<file path="src/include/spaceMap.svh">
`ifndef spaceMapSvh
`define spaceMapSvh

//////////////////////////////
// Address map on A[31:12]
//////////////////////////////

// Motherboard chip RAM, 2 MB
`define chipRamBase   20'h00000
`define chipRamLimit  20'h001FF

// Low chip RAM shadowed by ROM while OVL is set
`define ovlRomLimit   20'h0007F

// Flash, 512 KB
`define flashBase     20'h00A00
`define flashLimit    20'h00A7F

// Both CIAs share the BFxxxx block
`define ciaBase       20'h00BF0
`define ciaLimit      20'h00BFF

// ATA controller
`define ataBase       20'h00DA0
`define ataLimit      20'h00DAF

// Real time clock
`define rtcBase       20'h00DC0
`define rtcLimit      20'h00DCF

// Custom chip registers, a single 4 KB page
`define regBase       20'h00DFF
`define regLimit      20'h00DFF

// Kickstart ROM, 512 KB
`define romBase       20'h00F80
`define romLimit      20'h00FFF

`endif
</file>
<file path="src/glueTypesPkg.sv">
package glueTypesPkg;

    //////////////////////////////
    // Address spaces
    //////////////////////////////

    // Spaces seen by the local-bus decoder
    typedef enum logic [2:0] {
        chipRam    = 3'd0,
        romSpace   = 3'd1,
        ciaSpace   = 3'd2,
        rtcSpace   = 3'd3,
        regSpace   = 3'd4,
        ataSpace   = 3'd5,
        flashSpace = 3'd6,
        unmapped   = 3'd7
    } busSpace;

    // Chip select lines, chip RAM has none
    localparam int csWidth = 6;

    // Bit positions inside the chip select vector
    localparam int csRom   = 0;
    localparam int csCia   = 1;
    localparam int csRtc   = 2;
    localparam int csReg   = 3;
    localparam int csAta   = 4;
    localparam int csFlash = 5;

    //////////////////////////////
    // Pipeline payloads
    //////////////////////////////

    // Cycle request as sampled at transfer start
    typedef struct packed {
        logic [19:0] addr;   // A[31:12]
        logic        rnw;
        logic [1:0]  tt;     // Transfer type
        logic        ovl;    // ROM overlay active
    } busRequest;

    // Result of the decode stage
    typedef struct packed {
        busSpace              space;
        logic [csWidth-1:0]   chipSel;     // One-hot or zero
        logic                 narrowPort;
        logic                 levelShift;
        logic                 rnw;
    } decodedAccess;

    // Termination response back to the CPU side
    typedef struct packed {
        busSpace space;
        logic    narrowPort;
        logic    levelShift;
        logic    error;      // Unmapped or illegal burst
    } busResponse;

endpackage

</file>
<file path="src/busGlue.sv">
`timescale 1ns/1ps

module busGlue #(
    parameter logic [3:0] romBaseWait = 4'd2,
    parameter logic [3:0] ciaWait     = 4'd6,
    parameter logic [3:0] rtcWait     = 4'd4,
    parameter logic [3:0] flashWait   = 4'd3,
    parameter logic [3:0] otherWait   = 4'd1
) (
    input  logic                              CLK40,
    input  logic                              RESETn,
    input  logic [1:0]                        romDelay,
    input  logic                              reqValid,
    output logic                              reqReady,
    input  glueTypesPkg::busRequest           req,
    output logic [glueTypesPkg::csWidth-1:0]  chipSel,
    output logic                              rspValid,
    input  logic                              rspReady,
    output glueTypesPkg::busResponse          rsp
);

    // Request register to decoder
    logic                       reqQValid;
    logic                       reqQReady;
    glueTypesPkg::busRequest    reqQ;

    // Decode register to timer
    logic                       decValid;
    logic                       decReady;
    glueTypesPkg::decodedAccess decAcc;

    //////////////////////////////
    // Stage 1 request register
    //////////////////////////////

    stageReg #(
        .payloadT (glueTypesPkg::busRequest)
    ) u_reqStage (
        .CLK40    (CLK40),
        .RESETn   (RESETn),
        .inValid  (reqValid),
        .inReady  (reqReady),
        .inData   (req),
        .outValid (reqQValid),
        .outReady (reqQReady),
        .outData  (reqQ)
    );

    // Stage 2 decode with its own output register
    addressDecode u_decode (
        .CLK40    (CLK40),
        .RESETn   (RESETn),
        .inValid  (reqQValid),
        .inReady  (reqQReady),
        .inReq    (reqQ),
        .outValid (decValid),
        .outReady (decReady),
        .outAcc   (decAcc)
    );

    //////////////////////////////
    // Stage 3 wait states
    //////////////////////////////

    accessTimer #(
        .romBaseWait (romBaseWait),
        .ciaWait     (ciaWait),
        .rtcWait     (rtcWait),
        .flashWait   (flashWait),
        .otherWait   (otherWait)
    ) u_timer (
        .CLK40    (CLK40),
        .RESETn   (RESETn),
        .romDelay (romDelay),
        .inValid  (decValid),
        .inReady  (decReady),
        .inAcc    (decAcc),
        .chipSel  (chipSel),
        .rspValid (rspValid),
        .rspReady (rspReady),
        .rsp      (rsp)
    );

endmodule

</file>
<file path="src/accessTimer.sv">
`timescale 1ns/1ps

module accessTimer #(
    parameter logic [3:0] romBaseWait = 4'd2,
    parameter logic [3:0] ciaWait     = 4'd6,
    parameter logic [3:0] rtcWait     = 4'd4,
    parameter logic [3:0] flashWait   = 4'd3,
    parameter logic [3:0] otherWait   = 4'd1
) (
    input  logic                              CLK40,
    input  logic                              RESETn,
    input  logic [1:0]                        romDelay,
    input  logic                              inValid,
    output logic                              inReady,
    input  glueTypesPkg::decodedAccess        inAcc,
    output logic [glueTypesPkg::csWidth-1:0]  chipSel,
    output logic                              rspValid,
    input  logic                              rspReady,
    output glueTypesPkg::busResponse          rsp
);

    typedef enum logic [1:0] {
        stIdle = 2'd0,
        stWait = 2'd1,
        stRsp  = 2'd2
    } timerState;

    timerState                         state;
    logic                              accept;
    logic [4:0]                        waitLoad;
    logic [4:0]                        waitCnt;
    logic [glueTypesPkg::csWidth-1:0]  csHold;
    glueTypesPkg::busResponse          rspHold;

    // Take a new access when idle or as the response leaves
    assign inReady = (state == stIdle) || ((state == stRsp) && rspReady);
    assign accept  = inValid && inReady;

    //////////////////////////////
    // Wait count per space
    //////////////////////////////

    always_comb begin
        case (inAcc.space)
            // ROM delay jumper adds up to three states
            glueTypesPkg::romSpace:   waitLoad = {1'b0, romBaseWait} + {3'b000, romDelay};
            // Fixed count stands in for the E-clock phase
            glueTypesPkg::ciaSpace:   waitLoad = {1'b0, ciaWait};
            glueTypesPkg::rtcSpace:   waitLoad = {1'b0, rtcWait};
            glueTypesPkg::flashSpace: waitLoad = {1'b0, flashWait};
            default:                  waitLoad = {1'b0, otherWait};
        endcase
    end

    //////////////////////////////
    // Cycle FSM
    //////////////////////////////

    always_ff @(posedge CLK40) begin
        if (!RESETn) begin
            state   <= stIdle;
            waitCnt <= '0;
        end else if (accept) begin
            state   <= stWait;
            waitCnt <= waitLoad;
        end else begin
            case (state)
                stWait: begin
                    // Terminate after the last wait state
                    if (waitCnt <= 5'd1) begin
                        state <= stRsp;
                    end else begin
                        waitCnt <= waitCnt - 5'd1;
                    end
                end
                stRsp: begin
                    if (rspReady) begin
                        state <= stIdle;
                    end
                end
                default: begin
                    state <= stIdle;
                end
            endcase
        end
    end

    // Access details captured at acceptance
    always_ff @(posedge CLK40) begin
        if (accept) begin
            csHold             <= inAcc.chipSel;
            rspHold.space      <= inAcc.space;
            rspHold.narrowPort <= inAcc.narrowPort;
            rspHold.levelShift <= inAcc.levelShift;
            rspHold.error      <= (inAcc.space == glueTypesPkg::unmapped);
        end
    end

    // Select only during wait states
    assign chipSel  = (state == stWait) ? csHold : '0;
    assign rspValid = (state == stRsp);
    assign rsp      = rspHold;

    //////////////////////////////
    // Checks
    //////////////////////////////

    property noSelInRsp;
        @(posedge CLK40) disable iff (!RESETn)
        rspValid |-> (chipSel == '0);
    endproperty

    assertNoSel : assert property (noSelInRsp)
        else $error("chip select active during termination");

endmodule

</file>
<file path="src/addressDecode.sv">
`timescale 1ns/1ps

`include "spaceMap.svh"

module addressDecode (
    input  logic                       CLK40,
    input  logic                       RESETn,
    input  logic                       inValid,
    output logic                       inReady,
    input  glueTypesPkg::busRequest    inReq,
    output logic                       outValid,
    input  logic                       outReady,
    output glueTypesPkg::decodedAccess outAcc
);

    glueTypesPkg::busSpace      mapSpace;
    glueTypesPkg::busSpace      finalSpace;
    glueTypesPkg::decodedAccess decAcc;

    // Addresses below the base wrap to a large offset
    function automatic logic inRange(
        input logic [19:0] a,
        input logic [19:0] lo,
        input logic [19:0] hi
    );
        logic [19:0] offset;
        offset = a - lo;
        return offset <= (hi - lo);
    endfunction

    //////////////////////////////
    // Address compare
    //////////////////////////////

    // Anything with A[31:24] set misses every window below
    always_comb begin
        if (inRange(inReq.addr, `chipRamBase, `chipRamLimit)) begin
            // Overlay maps ROM at zero after reset
            if (inReq.ovl && inRange(inReq.addr, `chipRamBase, `ovlRomLimit)) begin
                mapSpace = glueTypesPkg::romSpace;
            end else begin
                mapSpace = glueTypesPkg::chipRam;
            end
        end else if (inRange(inReq.addr, `romBase, `romLimit)) begin
            mapSpace = glueTypesPkg::romSpace;
        end else if (inRange(inReq.addr, `ciaBase, `ciaLimit)) begin
            mapSpace = glueTypesPkg::ciaSpace;
        end else if (inRange(inReq.addr, `rtcBase, `rtcLimit)) begin
            mapSpace = glueTypesPkg::rtcSpace;
        end else if (inRange(inReq.addr, `regBase, `regLimit)) begin
            mapSpace = glueTypesPkg::regSpace;
        end else if (inRange(inReq.addr, `ataBase, `ataLimit)) begin
            mapSpace = glueTypesPkg::ataSpace;
        end else if (inRange(inReq.addr, `flashBase, `flashLimit)) begin
            mapSpace = glueTypesPkg::flashSpace;
        end else begin
            mapSpace = glueTypesPkg::unmapped;
        end
    end

    // Narrow ports cannot take line or move16 bursts
    always_comb begin
        finalSpace = mapSpace;
        if ((inReq.tt != 2'b00) &&
            (mapSpace != glueTypesPkg::chipRam) &&
            (mapSpace != glueTypesPkg::romSpace)) begin
            finalSpace = glueTypesPkg::unmapped;
        end
    end

    //////////////////////////////
    // Select and port flags
    //////////////////////////////

    always_comb begin
        decAcc            = '0;
        decAcc.space      = finalSpace;
        decAcc.rnw        = inReq.rnw;
        case (finalSpace)
            glueTypesPkg::romSpace: begin
                decAcc.chipSel[glueTypesPkg::csRom] = 1'b1;
            end
            glueTypesPkg::ciaSpace: begin
                decAcc.chipSel[glueTypesPkg::csCia] = 1'b1;
                decAcc.narrowPort = 1'b1;
            end
            glueTypesPkg::rtcSpace: begin
                decAcc.chipSel[glueTypesPkg::csRtc] = 1'b1;
                decAcc.narrowPort = 1'b1;
            end
            // LVTTL side sits behind the level shifters
            glueTypesPkg::regSpace: begin
                decAcc.chipSel[glueTypesPkg::csReg] = 1'b1;
                decAcc.narrowPort = 1'b1;
                decAcc.levelShift = 1'b1;
            end
            glueTypesPkg::ataSpace: begin
                decAcc.chipSel[glueTypesPkg::csAta] = 1'b1;
                decAcc.narrowPort = 1'b1;
                decAcc.levelShift = 1'b1;
            end
            glueTypesPkg::flashSpace: begin
                decAcc.chipSel[glueTypesPkg::csFlash] = 1'b1;
                decAcc.narrowPort = 1'b1;
                decAcc.levelShift = 1'b1;
            end
            // Chip RAM is decoded by the RAM controller
            default: begin
                decAcc.chipSel = '0;
            end
        endcase
    end

    // Output register of the decode stage
    stageReg #(
        .payloadT (glueTypesPkg::decodedAccess)
    ) u_decStage (
        .CLK40    (CLK40),
        .RESETn   (RESETn),
        .inValid  (inValid),
        .inReady  (inReady),
        .inData   (decAcc),
        .outValid (outValid),
        .outReady (outReady),
        .outData  (outAcc)
    );

    // Registered select is zero or one-hot
    property selOneHot;
        @(posedge CLK40) disable iff (!RESETn)
        outValid |-> $onehot0(outAcc.chipSel);
    endproperty

    assertSel : assert property (selOneHot)
        else $error("decoded chip select not zero or one-hot");

endmodule

</file>
<file path="src/stageReg.sv">
`timescale 1ns/1ps

module stageReg #(
    parameter type payloadT = logic
) (
    input  logic    CLK40,
    input  logic    RESETn,
    input  logic    inValid,
    output logic    inReady,
    input  payloadT inData,
    output logic    outValid,
    input  logic    outReady,
    output payloadT outData
);

    logic inXfer;

    // Free slot, or the held entry leaves this same edge
    assign inReady = !outValid || outReady;
    assign inXfer  = inValid && inReady;

    //////////////////////////////
    // Valid flag
    //////////////////////////////

    always_ff @(posedge CLK40) begin
        if (!RESETn) begin
            outValid <= 1'b0;
        end else if (inXfer) begin
            outValid <= 1'b1;
        end else if (outReady) begin
            // Entry drained with nothing behind it
            outValid <= 1'b0;
        end
    end

    // Payload only moves on an accepted transfer
    always_ff @(posedge CLK40) begin
        if (inXfer) begin
            outData <= inData;
        end
    end

    //////////////////////////////
    // Checks
    //////////////////////////////

    // Stalled output keeps both valid and payload
    property holdWhileStalled;
        @(posedge CLK40) disable iff (!RESETn)
        (outValid && !outReady) |=> (outValid && $stable(outData));
    endproperty

    assertHold : assert property (holdWhileStalled)
        else $error("stageReg output changed while stalled");

endmodule

</file>
<file path="config.mk">
export PLATFORM = sky130hd
export DESIGN_NAME = busGlue
export DESIGN_NICKNAME = d
export VERILOG_FILES = /design/src/glueTypesPkg.sv /design/src/busGlue.sv /design/src/accessTimer.sv /design/src/addressDecode.sv /design/src/stageReg.sv
export VERILOG_INCLUDE_DIRS = /design/src /design/src/include
export SDC_FILE = /design/constraint.sdc
export NUM_CORES = 1
export LEC_CHECK = 0
export ABC_AREA = 1
export BUFFER_PORTS_ARGS = -buffer_cell sky130_fd_sc_hd__buf_2
export CELL_PAD_IN_SITES_DETAIL_PLACEMENT = 1
export CELL_PAD_IN_SITES_GLOBAL_PLACEMENT = 1
export CORE_MARGIN = 5
export CORE_UTILIZATION = 48
export CTS_BUF_LIST = sky130_fd_sc_hd__clkbuf_8
export DETAILED_ROUTE_END_ITERATION = 6
export PLACE_DENSITY = 0.86
export SLEW_MARGIN = 10
export SYNTH_ARGS = -nofsm -noshare
export SYNTH_HDL_FRONTEND = slang
export SYNTH_SLANG_ARGS = --single-unit
export TNS_END_PERCENT = 30
</file>
<file path="constraint.sdc">
create_clock -name CLK40 -period 6.1 [get_ports CLK40]
set_input_delay 1.22 -clock CLK40 [delete_from_list [all_inputs] [get_ports CLK40]]
set_output_delay 1.22 -clock CLK40 [all_outputs]
set_load 0.01 [all_outputs]
</file>
==> reports/results.txt <==
CTS tree: yes
hold crit path type: reg2reg
Post-synth top flop: edfxtp_1
max incr delay on CP: 190 ps
I/O pin count: 44
post-CTS sizing: 0
1st-iter DRT viols: 217
CP startpoint kind: input pin
Reg clk slew, reported paths: 120 ps
NumNets Final: 671
hpwl dp: 10.3 mm
Sequential Power Share: 55.3%
CP Max Fanout: 3
Clk pwr share: 26.7%
via count: 4193
EDFF count, synth: 46
initial antenna violation count: 0
number of diodes: 0
gr usage total: 25.0%
row count: 34
Layout area overhead: 8.17%
Seq/Total Area, Yosys: 37.1%
Relative slew margins: 25.5%
Final Hold Vio Count: 0
Setup Skew: 16.7 ps
number of fillers in the final layout: 1150
Placed Area: 4450 µm²
Final GP Congestion: 0.961
CP Data Arrival Time: 1930 ps
CP Capture Type: output pin
DR DRC count: 0
Power Density: 179 nW/µm²
share of layout cells above drive strength 1: 13.7%
largest net degree at the start of global routing: 24
CTS Sinks: 55
initial core utilization: 48.8%
die area: 10800 µm²
number of synthesized register bits: 55
leakage power: 2.04 nW
hold_buf cts: 0
Yosys warnings: 0
maximum VDD drop: 120 µV
wire length per cell: 17.7 µm
number of global-route vias before repair: 4329
CP most frequent cell: buf_2
CP cell instances: buf_2 -> inv_1 -> a21oi_1 -> nor2_1 -> nand2_1 -> buf_2
# Max-Cap Violations: 0
CTS max path bufs: 2
Core ar.: 8640 µm²
routed vias/inst: 5.66
DRT Wirelength: 13.1 mm
Cells after Synth: 597
syn_area_per_cell: 7.06 µm²
RSZ-0062 raised after global routing: no
Antenna Nets Post-Route: 0
Yosys cell types: 46
number of clock buffers inserted by TritonCTS: 5
Pre-Repair DR Iteration Count: 4
port bufs: 42
Comb pwr share: 18.1%
ys async rst share: 0%
critical path class: in2out
worst slew pin tran: 1110 ps
critical path data required time: 4880 ps
Mapped Area: 4210 µm²
fin area: 4560 µm²
H-tree levels: 2
Fin Setup TNS: 0 ps
fmax: 318 MHz
clock latency on the worst-skew pair: 320 ps
max-slew violation count: 0
Die Ht: 104 µm
final setup fails: 0
Tcrit/Tclk final: 51.6%
global-route wire length before repair: 22.2 mm
P_sw: 0.256 mW
Tmin final: 3150 ps
chip width: 104 µm
status: complete, no violations
slowest CP cell: nor2_1
GRT overflow: 0
P_int: 0.561 mW
setup bufs post-CTS: 0
Root Driver: clkbuf_8
Sw Ratio: 31.3%
Post-Syn Nets: 636
critical path: cells and delay by family:
kind / cells / cell delay (ps)
AOI/OAI and AO/OA: 1 / 70
and+or+nand+nor: 2 / 320
buffers and inverters: 3 / 320
worst paths after layout:
kind / startpoint / to / slack [ps] / cells past startpoint
max: rspReady / reqReady / 2950 / 6
min: u_decode.u_decStage.outData[5]$_DFFE_PP_ / u_timer.csHold[2]$_DFFE_PP_ / 430 / 0
max reg2reg: u_reqStage.outData[13]$_DFFE_PP_ / u_decode.u_decStage.outData[2]$_DFFE_PP_ / 3010 / 17
min reg2reg: u_decode.u_decStage.outData[5]$_DFFE_PP_ / u_timer.csHold[2]$_DFFE_PP_ / 430 / 0
Yosys cell counts, types with 2 or more instances:
cell / instances / share of area (%)
ha_1: 9 / 2.7
buf_4: 5 / 0.89
o21ai_0: 21 / 2.5
edfxtp_1: 46 / 33
nand2_1: 171 / 15
nor2_2: 4 / 0.59
nand4_1: 15 / 2.2
dfxtp_1: 9 / 4.3
and3_1: 2 / 0.30
buf_6: 4 / 1.1
nand3b_1: 2 / 0.36
a21oi_1: 20 / 2.4
nor2_4: 5 / 1.3
nor3_1: 4 / 0.48
inv_1: 58 / 5.2
buf_2: 4 / 0.48
nor2_1: 92 / 8.2
or2_1: 2 / 0.30
nand3_1: 60 / 7.1
a211oi_1: 3 / 0.53
o21ai_1: 3 / 0.36
nand2_4: 2 / 0.53
inv_2: 6 / 0.53
xnor2_1: 3 / 0.62
nor3b_1: 2 / 0.36
nand2_2: 12 / 1.8
nand3_2: 2 / 0.48
xor2_1: 13 / 2.7
final cells by class:
class | count | area [µm²] | share of cell area (%)
clock buffers | 5 | 68.8 | 1.51
clock inverters | 3 | 33.8 | 0.741
inverters | 65 | 246 | 5.41
multi-input cells | 463 | 2300 | 50.5
flip-flops and latches | 55 | 1560 | 34.3
well taps | 108 | 135 | 2.97
repair buffers | 42 | 210 | 4.61
registers in the layout (all words and copies together) (netlist names):
| name | cells |
|---|---|
| u_decode.u_decStage.outData | 11 |
| u_decode.u_decStage.outValid | 1 |
| u_reqStage.outData | 23 |
| u_reqStage.outValid | 1 |
| u_timer.csHold | 6 |
| u_timer.rsp | 6 |
| u_timer.state | 2 |
| u_timer.waitCnt | 5 |
cells in the final DEF (no fill, tap or decap), types with 3 or more instances in the layout:
cell and instances:
nand2_1 171, nor2_1 91, nand3_1 60, inv_1 58, edfxtp_1 46, buf_2 42
o21ai_0 21, a21oi_1 20, nand4_1 15, xor2_1 13, nand2_2 12, ha_1 9
dfxtp_1 9, inv_2 6, nor2_2 5, nor2_4 5, clkbuf_8 5, nor3_1 4
o21ai_1 3, xnor2_1 3, a211oi_1 3
kinds of logic after synthesis:
group | count (synthesis) | share of synthesized area [%]
flops | 55 | 37.1
buf+inv | 79 | 8.38
simple gates | 380 | 40.7
fa+ha+maj | 9 | 2.67
xor+xnor | 16 | 3.33
compound gates | 58 | 7.84
metal layers:
| layer | share of wire (%) | track usage (%) | vias up |
|---|---|---|---|
| li1 | - | - | 2030 |
| met1 | 44 | 33.7 | 2012 |
| met2 | 47 | 41.6 | 128 |
| met3 | 6.2 | 4.98 | 23 |
| met4 | 2.3 | 5.27 | 0 |
| met5 | 0 | 0 | - |
power groups by stage:
| stage | registers (mW) | clock network [mW] | logic, mW |
|---|---|---|---|
| 5_1_grt | 0.454 | 0.244 | 0.167 |
| 6_report | 0.452 | 0.218 | 0.148 |
| 3_3_place_gp | 0.458 | 0 | 0.138 |
| 3_5_place_dp | 0.460 | 0 | 0.145 |
| 4_1_cts | 0.451 | 0.224 | 0.146 |
| 2_1_floorplan | 0.442 | 0 | 0.117 |
metrics by stage:
stage | hold WS [ps] | setup WS [ps] | total power, mW | utilization (%) | cells
floorplan | 400 | 3230 | 0.559 | - | 597
global placement | 403 | 2680 | 0.596 | 51.6 | 733
detailed placement | 406 | 2620 | 0.605 | 51.6 | 733
CTS | 435 | 2870 | 0.822 | 52.7 | 741
global route | 440 | 2770 | 0.865 | 52.8 | 741
finish | 432 | 2950 | 0.817 | 52.8 | 741
(Power assumes the default switching activity.)
